## config.mk

```make
export PLATFORM = sky130hd
export DESIGN_NAME = exu
export DESIGN_NICKNAME = d
export VERILOG_FILES = /design/src/logic/exu_pkg.sv /design/src/logic/exu.sv /design/src/logic/exu_alu.sv /design/src/logic/exu_bypass.sv /design/src/logic/exu_flush_ctl.sv /design/src/logic/exu_mul.sv
export SDC_FILE = /design/constraint.sdc
export NUM_CORES = 2
export LEC_CHECK = 0
export BUFFER_PORTS_ARGS = -buffer_cell sky130_fd_sc_hd__buf_2
export CORE_UTILIZATION = 30
export CTS_BUF_LIST = sky130_fd_sc_hd__clkbuf_4 sky130_fd_sc_hd__clkbuf_8
export DETAILED_ROUTE_END_ITERATION = 8
export PLACE_DENSITY = 0.45
export SLEW_MARGIN = 10
export SYNTH_ARGS = -nofsm -noshare
export SYNTH_HDL_FRONTEND = slang
export SYNTH_SLANG_ARGS = --single-unit
```

## constraint.sdc

```tcl
create_clock -name clk -period 9.52 [get_ports clk]
set_input_delay 1.904 -clock clk [delete_from_list [all_inputs] [get_ports clk]]
set_output_delay 1.904 -clock clk [all_outputs]
set_load 0.005 [all_outputs]
```

## src/logic/exu_pkg.sv

```systemverilog
// Shared widths and op codes for the execute stage; XLEN 32 only, PCs carry bits 31:1
package exu_pkg;

   localparam int unsigned XLEN        = 32;
   localparam int unsigned PC_W        = 31;      // PC bits 31:1
   localparam int unsigned INSTR_BYTES = 4;       // No compressed instructions
   localparam logic [PC_W-1:0] PC_STEP = PC_W'(INSTR_BYTES / 2);  // pc+4 in halfword units

   localparam int unsigned BYP_W     = 2;
   localparam int unsigned BYP_R_BIT = 0;         // R-stage result
   localparam int unsigned BYP_X_BIT = 1;         // X-stage result, wins over R

   localparam int unsigned ALU_OP_W = 4;
   localparam logic [ALU_OP_W-1:0] ALU_ADD  = 4'd0;
   localparam logic [ALU_OP_W-1:0] ALU_SUB  = 4'd1;
   localparam logic [ALU_OP_W-1:0] ALU_AND  = 4'd2;
   localparam logic [ALU_OP_W-1:0] ALU_OR   = 4'd3;
   localparam logic [ALU_OP_W-1:0] ALU_XOR  = 4'd4;
   localparam logic [ALU_OP_W-1:0] ALU_SLL  = 4'd5;
   localparam logic [ALU_OP_W-1:0] ALU_SRL  = 4'd6;
   localparam logic [ALU_OP_W-1:0] ALU_SRA  = 4'd7;
   localparam logic [ALU_OP_W-1:0] ALU_SLT  = 4'd8;
   localparam logic [ALU_OP_W-1:0] ALU_SLTU = 4'd9;
   localparam logic [ALU_OP_W-1:0] ALU_JAL  = 4'd10;  // Writes pc+4, always taken

   localparam int unsigned BR_OP_W = 3;
   localparam logic [BR_OP_W-1:0] BR_EQ  = 3'd0;
   localparam logic [BR_OP_W-1:0] BR_NE  = 3'd1;
   localparam logic [BR_OP_W-1:0] BR_LT  = 3'd2;
   localparam logic [BR_OP_W-1:0] BR_GE  = 3'd3;
   localparam logic [BR_OP_W-1:0] BR_LTU = 3'd4;
   localparam logic [BR_OP_W-1:0] BR_GEU = 3'd5;

   localparam int unsigned MUL_OP_W = 2;
   localparam logic [MUL_OP_W-1:0] MUL_LO  = 2'd0;   // Low word, sign does not matter
   localparam logic [MUL_OP_W-1:0] MUL_HI  = 2'd1;   // High word, signed x signed
   localparam logic [MUL_OP_W-1:0] MUL_HIU = 2'd2;   // High word, unsigned x unsigned

endpackage

```

## src/logic/exu.sv

```systemverilog
// Execute stage top; no stall input, so the D to X to R pipe advances on every clock edge
`timescale 1ns/1ns

module exu (
   input  logic                          clk,
   input  logic                          i_rst_n,
   input  logic                          i_alu_valid_d,
   input  logic [exu_pkg::ALU_OP_W-1:0]  i_alu_op_d,
   input  logic                          i_branch_d,
   input  logic [exu_pkg::BR_OP_W-1:0]   i_br_op_d,
   input  logic                          i_pred_taken_d,
   input  logic [12:1]                   i_br_immed_d,
   input  logic                          i_mul_valid_d,
   input  logic [exu_pkg::MUL_OP_W-1:0]  i_mul_op_d,
   input  logic                          i_rs1_en_d,
   input  logic                          i_rs2_en_d,
   input  logic                          i_select_pc_d,
   input  logic [exu_pkg::XLEN-1:0]      i_gpr_rs1_d,
   input  logic [exu_pkg::XLEN-1:0]      i_gpr_rs2_d,
   input  logic [exu_pkg::XLEN-1:0]      i_immed_d,
   input  logic [exu_pkg::PC_W:1]        i_pc_d,
   input  logic [exu_pkg::BYP_W-1:0]     i_rs1_byp_d,
   input  logic [exu_pkg::BYP_W-1:0]     i_rs2_byp_d,
   input  logic [exu_pkg::XLEN-1:0]      i_result_r,
   input  logic                          i_flush_lower_r,
   input  logic [exu_pkg::PC_W:1]        i_flush_path_r,
   output logic [exu_pkg::XLEN-1:0]      o_result_x,
   output logic                          o_valid_x,
   output logic                          o_flush_final,
   output logic [exu_pkg::PC_W:1]        o_flush_path_final,
   output logic [exu_pkg::PC_W:1]        o_npc_r
);

   logic [exu_pkg::XLEN-1:0]  a_d;
   logic [exu_pkg::XLEN-1:0]  b_d;
   logic                      alu_valid_x;
   logic [exu_pkg::XLEN-1:0]  alu_result_x;
   logic                      mul_valid_x;
   logic [exu_pkg::XLEN-1:0]  mul_result_x;
   logic                      mispredict_x;
   logic                      pred_correct_x;
   logic [exu_pkg::PC_W:1]    flush_path_x;
   logic [exu_pkg::PC_W:1]    npc_x;

   exu_bypass u_bypass (
      .i_rs1_en_d     (i_rs1_en_d),     .i_rs2_en_d     (i_rs2_en_d),
      .i_select_pc_d  (i_select_pc_d),  .i_gpr_rs1_d    (i_gpr_rs1_d),
      .i_gpr_rs2_d    (i_gpr_rs2_d),    .i_immed_d      (i_immed_d),
      .i_pc_d         (i_pc_d),         .i_rs1_byp_d    (i_rs1_byp_d),
      .i_rs2_byp_d    (i_rs2_byp_d),    .i_result_r     (i_result_r),
      .i_alu_valid_x  (alu_valid_x),    .i_mul_valid_x  (mul_valid_x),
      .i_alu_result_x (alu_result_x),   .i_mul_result_x (mul_result_x),
      .o_a_d          (a_d),            .o_b_d          (b_d),
      .o_result_x     (o_result_x),     .o_valid_x      (o_valid_x)
   );

   exu_alu u_alu (
      .clk (clk), .i_rst_n (i_rst_n), .i_valid_d (i_alu_valid_d), .i_branch_d (i_branch_d),
      .i_pred_taken_d (i_pred_taken_d), .i_op_d (i_alu_op_d), .i_br_op_d (i_br_op_d),
      .i_a_d (a_d), .i_b_d (b_d), .i_pc_d (i_pc_d), .i_br_immed_d (i_br_immed_d),
      .i_flush_final (o_flush_final), .o_valid_x (alu_valid_x), .o_result_x (alu_result_x),
      .o_mispredict_x (mispredict_x), .o_pred_correct_x (pred_correct_x),
      .o_flush_path_x (flush_path_x), .o_npc_x (npc_x)
   );

   exu_mul u_mul (
      .clk (clk), .i_rst_n (i_rst_n), .i_valid_d (i_mul_valid_d),
      .i_flush_final (o_flush_final), .i_op_d (i_mul_op_d), .i_a_d (a_d), .i_b_d (b_d),
      .o_valid_x (mul_valid_x), .o_result_x (mul_result_x)
   );

   exu_flush_ctl u_flush (
      .clk (clk), .i_rst_n (i_rst_n), .i_mispredict_x (mispredict_x),
      .i_pred_correct_x (pred_correct_x), .i_flush_path_x (flush_path_x), .i_npc_x (npc_x),
      .i_flush_lower_r (i_flush_lower_r), .i_flush_path_r (i_flush_path_r),
      .o_flush_final (o_flush_final), .o_flush_path_final (o_flush_path_final),
      .o_npc_r (o_npc_r)
   );

endmodule

```

## src/logic/exu_alu.sv

```systemverilog
// X-stage ALU and branch resolver; branch and JAL targets use only the 13-bit branch offset
`timescale 1ns/1ns

module exu_alu (
   input  logic                          clk,
   input  logic                          i_rst_n,
   input  logic                          i_valid_d,
   input  logic                          i_branch_d,
   input  logic                          i_pred_taken_d,
   input  logic [exu_pkg::ALU_OP_W-1:0]  i_op_d,
   input  logic [exu_pkg::BR_OP_W-1:0]   i_br_op_d,
   input  logic [exu_pkg::XLEN-1:0]      i_a_d,
   input  logic [exu_pkg::XLEN-1:0]      i_b_d,
   input  logic [exu_pkg::PC_W:1]        i_pc_d,
   input  logic [12:1]                   i_br_immed_d,
   input  logic                          i_flush_final,
   output logic                          o_valid_x,
   output logic [exu_pkg::XLEN-1:0]      o_result_x,
   output logic                          o_mispredict_x,
   output logic                          o_pred_correct_x,
   output logic [exu_pkg::PC_W:1]        o_flush_path_x,
   output logic [exu_pkg::PC_W:1]        o_npc_x
);

   logic                          load_d;
   logic                          valid_x;
   logic                          branch_x;
   logic                          pred_taken_x;
   logic [exu_pkg::ALU_OP_W-1:0]  op_x;
   logic [exu_pkg::BR_OP_W-1:0]   br_op_x;
   logic [exu_pkg::XLEN-1:0]      a_x;
   logic [exu_pkg::XLEN-1:0]      b_x;
   logic [exu_pkg::PC_W:1]        pc_x;
   logic [12:1]                   br_immed_x;
   logic [exu_pkg::PC_W:1]        npc_x;
   logic [exu_pkg::PC_W:1]        target_x;
   logic                          eq_x;
   logic                          lt_x;
   logic                          ltu_x;
   logic                          cond_x;
   logic                          is_jal_x;
   logic                          taken_x;
   logic                          ctl_x;
   logic [exu_pkg::XLEN-1:0]      result_x;

   assign load_d = i_valid_d & ~i_flush_final;  // Flushed D instruction never reaches X

   always_ff @(posedge clk or negedge i_rst_n) begin
      if (!i_rst_n) begin
         valid_x      <= 1'b0;
         branch_x     <= 1'b0;
         pred_taken_x <= 1'b0;
         op_x         <= exu_pkg::ALU_ADD;
         br_op_x      <= exu_pkg::BR_EQ;
      end else begin
         valid_x <= load_d;
         if (load_d) begin
            branch_x     <= i_branch_d;
            pred_taken_x <= i_pred_taken_d;
            op_x         <= i_op_d;
            br_op_x      <= i_br_op_d;
         end
      end
   end

   always_ff @(posedge clk) begin
      if (load_d) begin
         a_x        <= i_a_d;
         b_x        <= i_b_d;
         pc_x       <= i_pc_d;
         br_immed_x <= i_br_immed_d;
      end
   end

   assign npc_x    = pc_x + exu_pkg::PC_STEP;
   assign target_x = pc_x + {{(exu_pkg::PC_W-12){br_immed_x[12]}}, br_immed_x};

   assign eq_x  = (a_x == b_x);
   assign lt_x  = ($signed(a_x) < $signed(b_x));
   assign ltu_x = (a_x < b_x);

   always_comb begin
      case (br_op_x)
         exu_pkg::BR_EQ:  cond_x = eq_x;
         exu_pkg::BR_NE:  cond_x = ~eq_x;
         exu_pkg::BR_LT:  cond_x = lt_x;
         exu_pkg::BR_GE:  cond_x = ~lt_x;
         exu_pkg::BR_LTU: cond_x = ltu_x;
         exu_pkg::BR_GEU: cond_x = ~ltu_x;
         default:         cond_x = 1'b0;
      endcase
   end

   always_comb begin
      case (op_x)
         exu_pkg::ALU_ADD:  result_x = a_x + b_x;
         exu_pkg::ALU_SUB:  result_x = a_x - b_x;
         exu_pkg::ALU_AND:  result_x = a_x & b_x;
         exu_pkg::ALU_OR:   result_x = a_x | b_x;
         exu_pkg::ALU_XOR:  result_x = a_x ^ b_x;
         exu_pkg::ALU_SLL:  result_x = a_x << b_x[4:0];
         exu_pkg::ALU_SRL:  result_x = a_x >> b_x[4:0];
         exu_pkg::ALU_SRA:  result_x = $signed(a_x) >>> b_x[4:0];
         exu_pkg::ALU_SLT:  result_x = {{(exu_pkg::XLEN-1){1'b0}}, lt_x};
         exu_pkg::ALU_SLTU: result_x = {{(exu_pkg::XLEN-1){1'b0}}, ltu_x};
         exu_pkg::ALU_JAL:  result_x = {npc_x, 1'b0};             // Link address
         default:           result_x = '0;
      endcase
   end

   assign is_jal_x = (op_x == exu_pkg::ALU_JAL);
   assign taken_x  = is_jal_x | (branch_x & cond_x);           // Actual direction
   assign ctl_x    = valid_x & (branch_x | is_jal_x);          // Only control flow can mispredict

   assign o_valid_x        = valid_x;
   assign o_result_x       = result_x;
   assign o_mispredict_x   = ctl_x & (taken_x ^ pred_taken_x);
   assign o_pred_correct_x = ctl_x & ~(taken_x ^ pred_taken_x);
   assign o_flush_path_x   = taken_x ? target_x : npc_x;
   assign o_npc_x          = npc_x;

endmodule

```

## src/logic/exu_bypass.sv

```systemverilog
// D-stage operand muxes fed by X and R forwarding; purely combinational, X bypass beats R bypass
`timescale 1ns/1ns

module exu_bypass (
   input  logic                        i_rs1_en_d,
   input  logic                        i_rs2_en_d,
   input  logic                        i_select_pc_d,
   input  logic [exu_pkg::XLEN-1:0]    i_gpr_rs1_d,
   input  logic [exu_pkg::XLEN-1:0]    i_gpr_rs2_d,
   input  logic [exu_pkg::XLEN-1:0]    i_immed_d,
   input  logic [exu_pkg::PC_W:1]      i_pc_d,
   input  logic [exu_pkg::BYP_W-1:0]   i_rs1_byp_d,
   input  logic [exu_pkg::BYP_W-1:0]   i_rs2_byp_d,
   input  logic [exu_pkg::XLEN-1:0]    i_result_r,
   input  logic                        i_alu_valid_x,
   input  logic                        i_mul_valid_x,
   input  logic [exu_pkg::XLEN-1:0]    i_alu_result_x,
   input  logic [exu_pkg::XLEN-1:0]    i_mul_result_x,
   output logic [exu_pkg::XLEN-1:0]    o_a_d,
   output logic [exu_pkg::XLEN-1:0]    o_b_d,
   output logic [exu_pkg::XLEN-1:0]    o_result_x,
   output logic                        o_valid_x
);

   logic [exu_pkg::XLEN-1:0] result_x;
   logic                     rs1_byp_en;
   logic                     rs2_byp_en;
   logic [exu_pkg::XLEN-1:0] rs1_byp_data;
   logic [exu_pkg::XLEN-1:0] rs2_byp_data;

   // Picks the forwarded value for one operand
   function automatic logic [exu_pkg::XLEN-1:0] byp_data(
      input logic [exu_pkg::BYP_W-1:0] sel,
      input logic [exu_pkg::XLEN-1:0]  res_x,
      input logic [exu_pkg::XLEN-1:0]  res_r
   );
      return sel[exu_pkg::BYP_X_BIT] ? res_x : res_r;
   endfunction

   assign result_x     = i_mul_valid_x ? i_mul_result_x : i_alu_result_x;  // Multiplier wins

   assign rs1_byp_en   = |i_rs1_byp_d;
   assign rs2_byp_en   = |i_rs2_byp_d;
   assign rs1_byp_data = byp_data(i_rs1_byp_d, result_x, i_result_r);
   assign rs2_byp_data = byp_data(i_rs2_byp_d, result_x, i_result_r);

   assign o_a_d = rs1_byp_en    ? rs1_byp_data :
                  i_select_pc_d ? {i_pc_d, 1'b0} :              // JAL and AUIPC style
                  i_rs1_en_d    ? i_gpr_rs1_d : '0;
   assign o_b_d = rs2_byp_en    ? rs2_byp_data :
                  i_rs2_en_d    ? i_gpr_rs2_d : i_immed_d;

   assign o_result_x = result_x;
   assign o_valid_x  = i_alu_valid_x | i_mul_valid_x;

endmodule

```

## src/logic/exu_flush_ctl.sv

```systemverilog
// Final flush select and R-stage next PC; the external lower flush always outranks an X mispredict
`timescale 1ns/1ns

module exu_flush_ctl (
   input  logic                    clk,
   input  logic                    i_rst_n,
   input  logic                    i_mispredict_x,
   input  logic                    i_pred_correct_x,
   input  logic [exu_pkg::PC_W:1]  i_flush_path_x,
   input  logic [exu_pkg::PC_W:1]  i_npc_x,
   input  logic                    i_flush_lower_r,
   input  logic [exu_pkg::PC_W:1]  i_flush_path_r,
   output logic                    o_flush_final,
   output logic [exu_pkg::PC_W:1]  o_flush_path_final,
   output logic [exu_pkg::PC_W:1]  o_npc_r
);

   logic                    pred_correct_r;
   logic [exu_pkg::PC_W:1]  npc_r;
   logic [exu_pkg::PC_W:1]  flush_path_r;

   always_ff @(posedge clk or negedge i_rst_n) begin
      if (!i_rst_n) begin
         pred_correct_r <= 1'b0;
         npc_r          <= '0;
         flush_path_r   <= '0;
      end else begin
         pred_correct_r <= i_pred_correct_x;
         npc_r          <= i_npc_x;
         flush_path_r   <= i_flush_path_x;     // Resolved target or fall-through
      end
   end

   assign o_flush_final      = i_flush_lower_r | i_mispredict_x;
   assign o_flush_path_final = i_flush_lower_r ? i_flush_path_r :   // Older instruction wins
                               i_mispredict_x  ? i_flush_path_x : '0;

   assign o_npc_r = pred_correct_r ? npc_r : flush_path_r;

endmodule

```

## src/logic/exu_mul.sv

```systemverilog
// One-cycle 32x32 multiplier; MUL_LO ignores sign, MUL_HI is signed and MUL_HIU unsigned
`timescale 1ns/1ns

module exu_mul (
   input  logic                          clk,
   input  logic                          i_rst_n,
   input  logic                          i_valid_d,
   input  logic                          i_flush_final,
   input  logic [exu_pkg::MUL_OP_W-1:0]  i_op_d,
   input  logic [exu_pkg::XLEN-1:0]      i_a_d,
   input  logic [exu_pkg::XLEN-1:0]      i_b_d,
   output logic                          o_valid_x,
   output logic [exu_pkg::XLEN-1:0]      o_result_x
);

   logic                           valid_x;
   logic [exu_pkg::MUL_OP_W-1:0]   op_x;
   logic [exu_pkg::XLEN-1:0]       a_x;
   logic [exu_pkg::XLEN-1:0]       b_x;
   logic                           sgn_x;
   logic [2*exu_pkg::XLEN-1:0]     a_ext_x;
   logic [2*exu_pkg::XLEN-1:0]     b_ext_x;
   logic [2*exu_pkg::XLEN-1:0]     prod_x;

   always_ff @(posedge clk or negedge i_rst_n) begin
      if (!i_rst_n) valid_x <= 1'b0;
      else          valid_x <= i_valid_d & ~i_flush_final;
   end

   // Operands only move for a real multiply
   always_ff @(posedge clk) begin
      if (i_valid_d) begin
         op_x <= i_op_d;
         a_x  <= i_a_d;
         b_x  <= i_b_d;
      end
   end

   assign sgn_x   = (op_x == exu_pkg::MUL_HI);
   assign a_ext_x = {{exu_pkg::XLEN{sgn_x & a_x[exu_pkg::XLEN-1]}}, a_x};  // Sign or zero fill
   assign b_ext_x = {{exu_pkg::XLEN{sgn_x & b_x[exu_pkg::XLEN-1]}}, b_x};
   assign prod_x  = a_ext_x * b_ext_x;                    // Low 64 bits are exact

   assign o_valid_x  = valid_x;
   assign o_result_x = (op_x == exu_pkg::MUL_LO) ? prod_x[exu_pkg::XLEN-1:0] :
                                                   prod_x[2*exu_pkg::XLEN-1:exu_pkg::XLEN];

endmodule

```

==> out/metrics.cfg <==
[layout]
fin_nets = 9075
drive_gt1_share_pct = 21.9
area_delta_synth_final_pct = 22.5

[worst_setup_path]
worstReg2RegEnd = u_mul.a_x[25]
r2r_setup_slack_ns = 0.57
path_class = flip-flop to primary output
required_ns = 7.62
crit_path_frequent_cell = fa_1
critical_path.slowest_cell = fa_2
crit_path_start_kind = flip-flop
r2r_cells = 35
crit_path_max_fanout = 5
critPathCaptureType = primary output
crit_start = u_mul.op_x[1]
crit_arrival_ns = 8.78
slowest_delay_ns = 0.61
r2r_start = u_mul.op_x[1]

[sta]
whs_ns = 0.567
maxSlewViolCount = 0
hold_viol_final = 0
slew_headroom_pct = 9.49
rsz0062_at_grt = yes
finalCritPeriodShare_pct = 112
skew_ns = 0.0469
worst_pin_slew_ns = 1.35
fin_setup_tns_ns = -27.75
max_freq_mhz = 93.6
setup_ws_ns = -1.16
setup_viol_count_final = 32
min_period_ns = 10.68

[yosys]
synth-seq-cells = 247
syn_nets = 8381
synth_area_um2 = 60000
yosysUniqueCellTypes = 100
yosys.area.top_type = fa_1
synth_area_leaders = fa_1 38%, edfxtp_1 8.7%, inv_1 8.4%, ha_1 7.1%, nand2_1 6.5%
seq_area_frac_synth_pct = 11.8
ys_async_sr_fraction_pct = 30.0
syn_inst = 6688
ys_top_cells_by_count = 1,345 x inv_1, 1,128 x fa_1, 1,039 x nand2_1
syn_area_per_cell_um2 = 8.96
synth_top_cell_area_share_pct = 37.7
synth-edff-count = 173
yosysWarnings = 0
yosys_most_used_dff = edfxtp_1
yosysMostFrequentCell = inv_1

[global_route]
grt_max_degree = 117
grtUsageTotal_pct = 24.5
grt_pass1_wl_um = 368000
grt-ovfl-total = 0
antenna_found_initial = 5
grt_pass1_vias = 53200

[clock_tree]
cts.path.max_buffers = 3
clock_sinks = 247
numCtsBuffers = 51
holdBufCountCts = 0
cts_max_level = 2
cts.clk_slew.worst_paths_ns = 0.07
tritoncts = done
clkLatencyLatePin_ns = 0.73
cts-root-buf = clkbuf_8

[placement]
dp_hpwl_um = 207000
globalplace.congestion = 0.973
port_buffers = 320

[hold_path]
min_from = u_alu.br_op_x[2]
hold_path_depth = 1
min_to = u_alu.br_op_x[2]
hp-class = flip-flop to flip-flop

[detailed_routing]
routedWlPerCell_um = 24.7
viasPerCell = 5.10
drc_errors = 0
drt_iter0_markers = 3848
via_count = 51300
dr.pass1.iters = 8
routed_wl_um = 249000
ant_nets = 0

[die]
die_area_um2 = 202000
die_y_um = 449
coreArea_um2 = 198000
fp.dieW_um = 449
initial_core_util_pct = 30.3
num_rows = 163
ioPinCount = 321

[flow_run]
drv_cap = 0

[status]
failed_checks = negative setup slack
status = complete, but fails checks

sequential cells by signal, indices dropped and copies added (netlist names):
register                flops
u_alu.o_valid_x             1
u_alu.op_x                  4
u_alu.pc_x                 31
u_flush.flush_path_r       31
u_alu.a_x                  32
u_alu.pred_taken_x          1
u_flush.npc_r              31
u_mul.o_valid_x             1
u_mul.b_x                  32
u_mul.a_x                  32
u_alu.br_op_x               3
u_mul.op_x                  2
u_alu.br_immed_x           12
u_flush.pred_correct_r      1
u_alu.b_x                  32
u_alu.branch_x              1
worst max-delay path by stage:
stage                endpoint  slack (ns)  cells past startpoint
3_3_place_gp   o_result_x[18]       -0.76                     28
2_1_floorplan  o_result_x[30]       -0.02                     31
6_report       o_result_x[31]       -1.16                     31
5_1_grt        o_result_x[25]       -1.41                     33
3_5_place_dp   o_result_x[18]       -0.74                     27
4_1_cts        o_result_x[31]       -1.28                     32
critical path: cells and delay by family, from the launching register on:
| kind | cells | cell delay (ns) |
|---|---|---|
| xor+xnor | 1 | 0.13 |
| compound gates | 4 | 1.24 |
| flops | 1 | 0.43 |
| fa+ha+maj | 9 | 4.36 |
| buf+inv | 12 | 1.15 |
| simple gates | 5 | 0.71 |
per-stage QoR:
stage	setup WS (ns)	cell area [µm²]	utilization, %	instances
2_1_floorplan	-0.0209	60100	-	6688
3_3_place_gp	-0.760	69300	35.0	9893
3_5_place_dp	-0.739	69300	35.0	9893
4_1_cts	-1.28	72200	36.4	10000
5_1_grt	-1.41	73500	37.1	10100
6_report	-1.16	73500	37.1	10100
what timing repair did:
item	CTS	global route
gates resized for setup	289	215
setup buffers	38	54
gates cloned	2	2
endpoints found under the setup margin	32	32
pin swaps	142	191
logic make-up after synthesis:
group	Yosys count	synth area share [%]
AOI/OAI and AO/OA	966	10.8
xor gates and xnor gates	143	2.09
adders and majority gates	1468	44.8
buffers and inverters	1736	11.0
DFF	247	11.8
muxes	222	5.13
and+or+nand+nor	1906	14.5
area by class of cell:
cell class                 instances  area, µm²
tap                             2640       3300
clock inverter                    24        353
timing repair buffer            1029       8440
clock buffer                      72        897
sequential                       247       7050
antenna                            5       12.5
multi-input combinational       4705      48300
inverter                        1348       5080
fill                           20200     125000
routing by layer:
metal,up-vias,track usage [%],routed length [µm]
met1,26900,34.1,110000
met4,0,9.21,11300
li1,22600,-,-
met5,-,0,0
met3,323,2.41,12400
met2,1549,39.2,115000
layout by cell type, fill, tap and decap left out, drive strengths merged, types with 29 or more instances in the layout:
master and instances:
nor3 42, nand4 34, inv 1346, a21oi 234, dfrtp 74, mux2i 97
mux2 66, buf 1027, nor2 252, and2 289, xnor2 102, clkbuf 74
nand2 1039, o211ai 31, a221o 29, ha 340, a211oi 39, a22oi 31
o221ai 29, mux4 59, a31oi 33, o21ai 213, a21o 50, and3 35
xor2 41, a221oi 32, o21bai 29, nand3 71, edfxtp 173, fa 1128
Power is not shown: default switching activity piles up to over one toggle a cycle in this logic, so the estimate is an artifact.
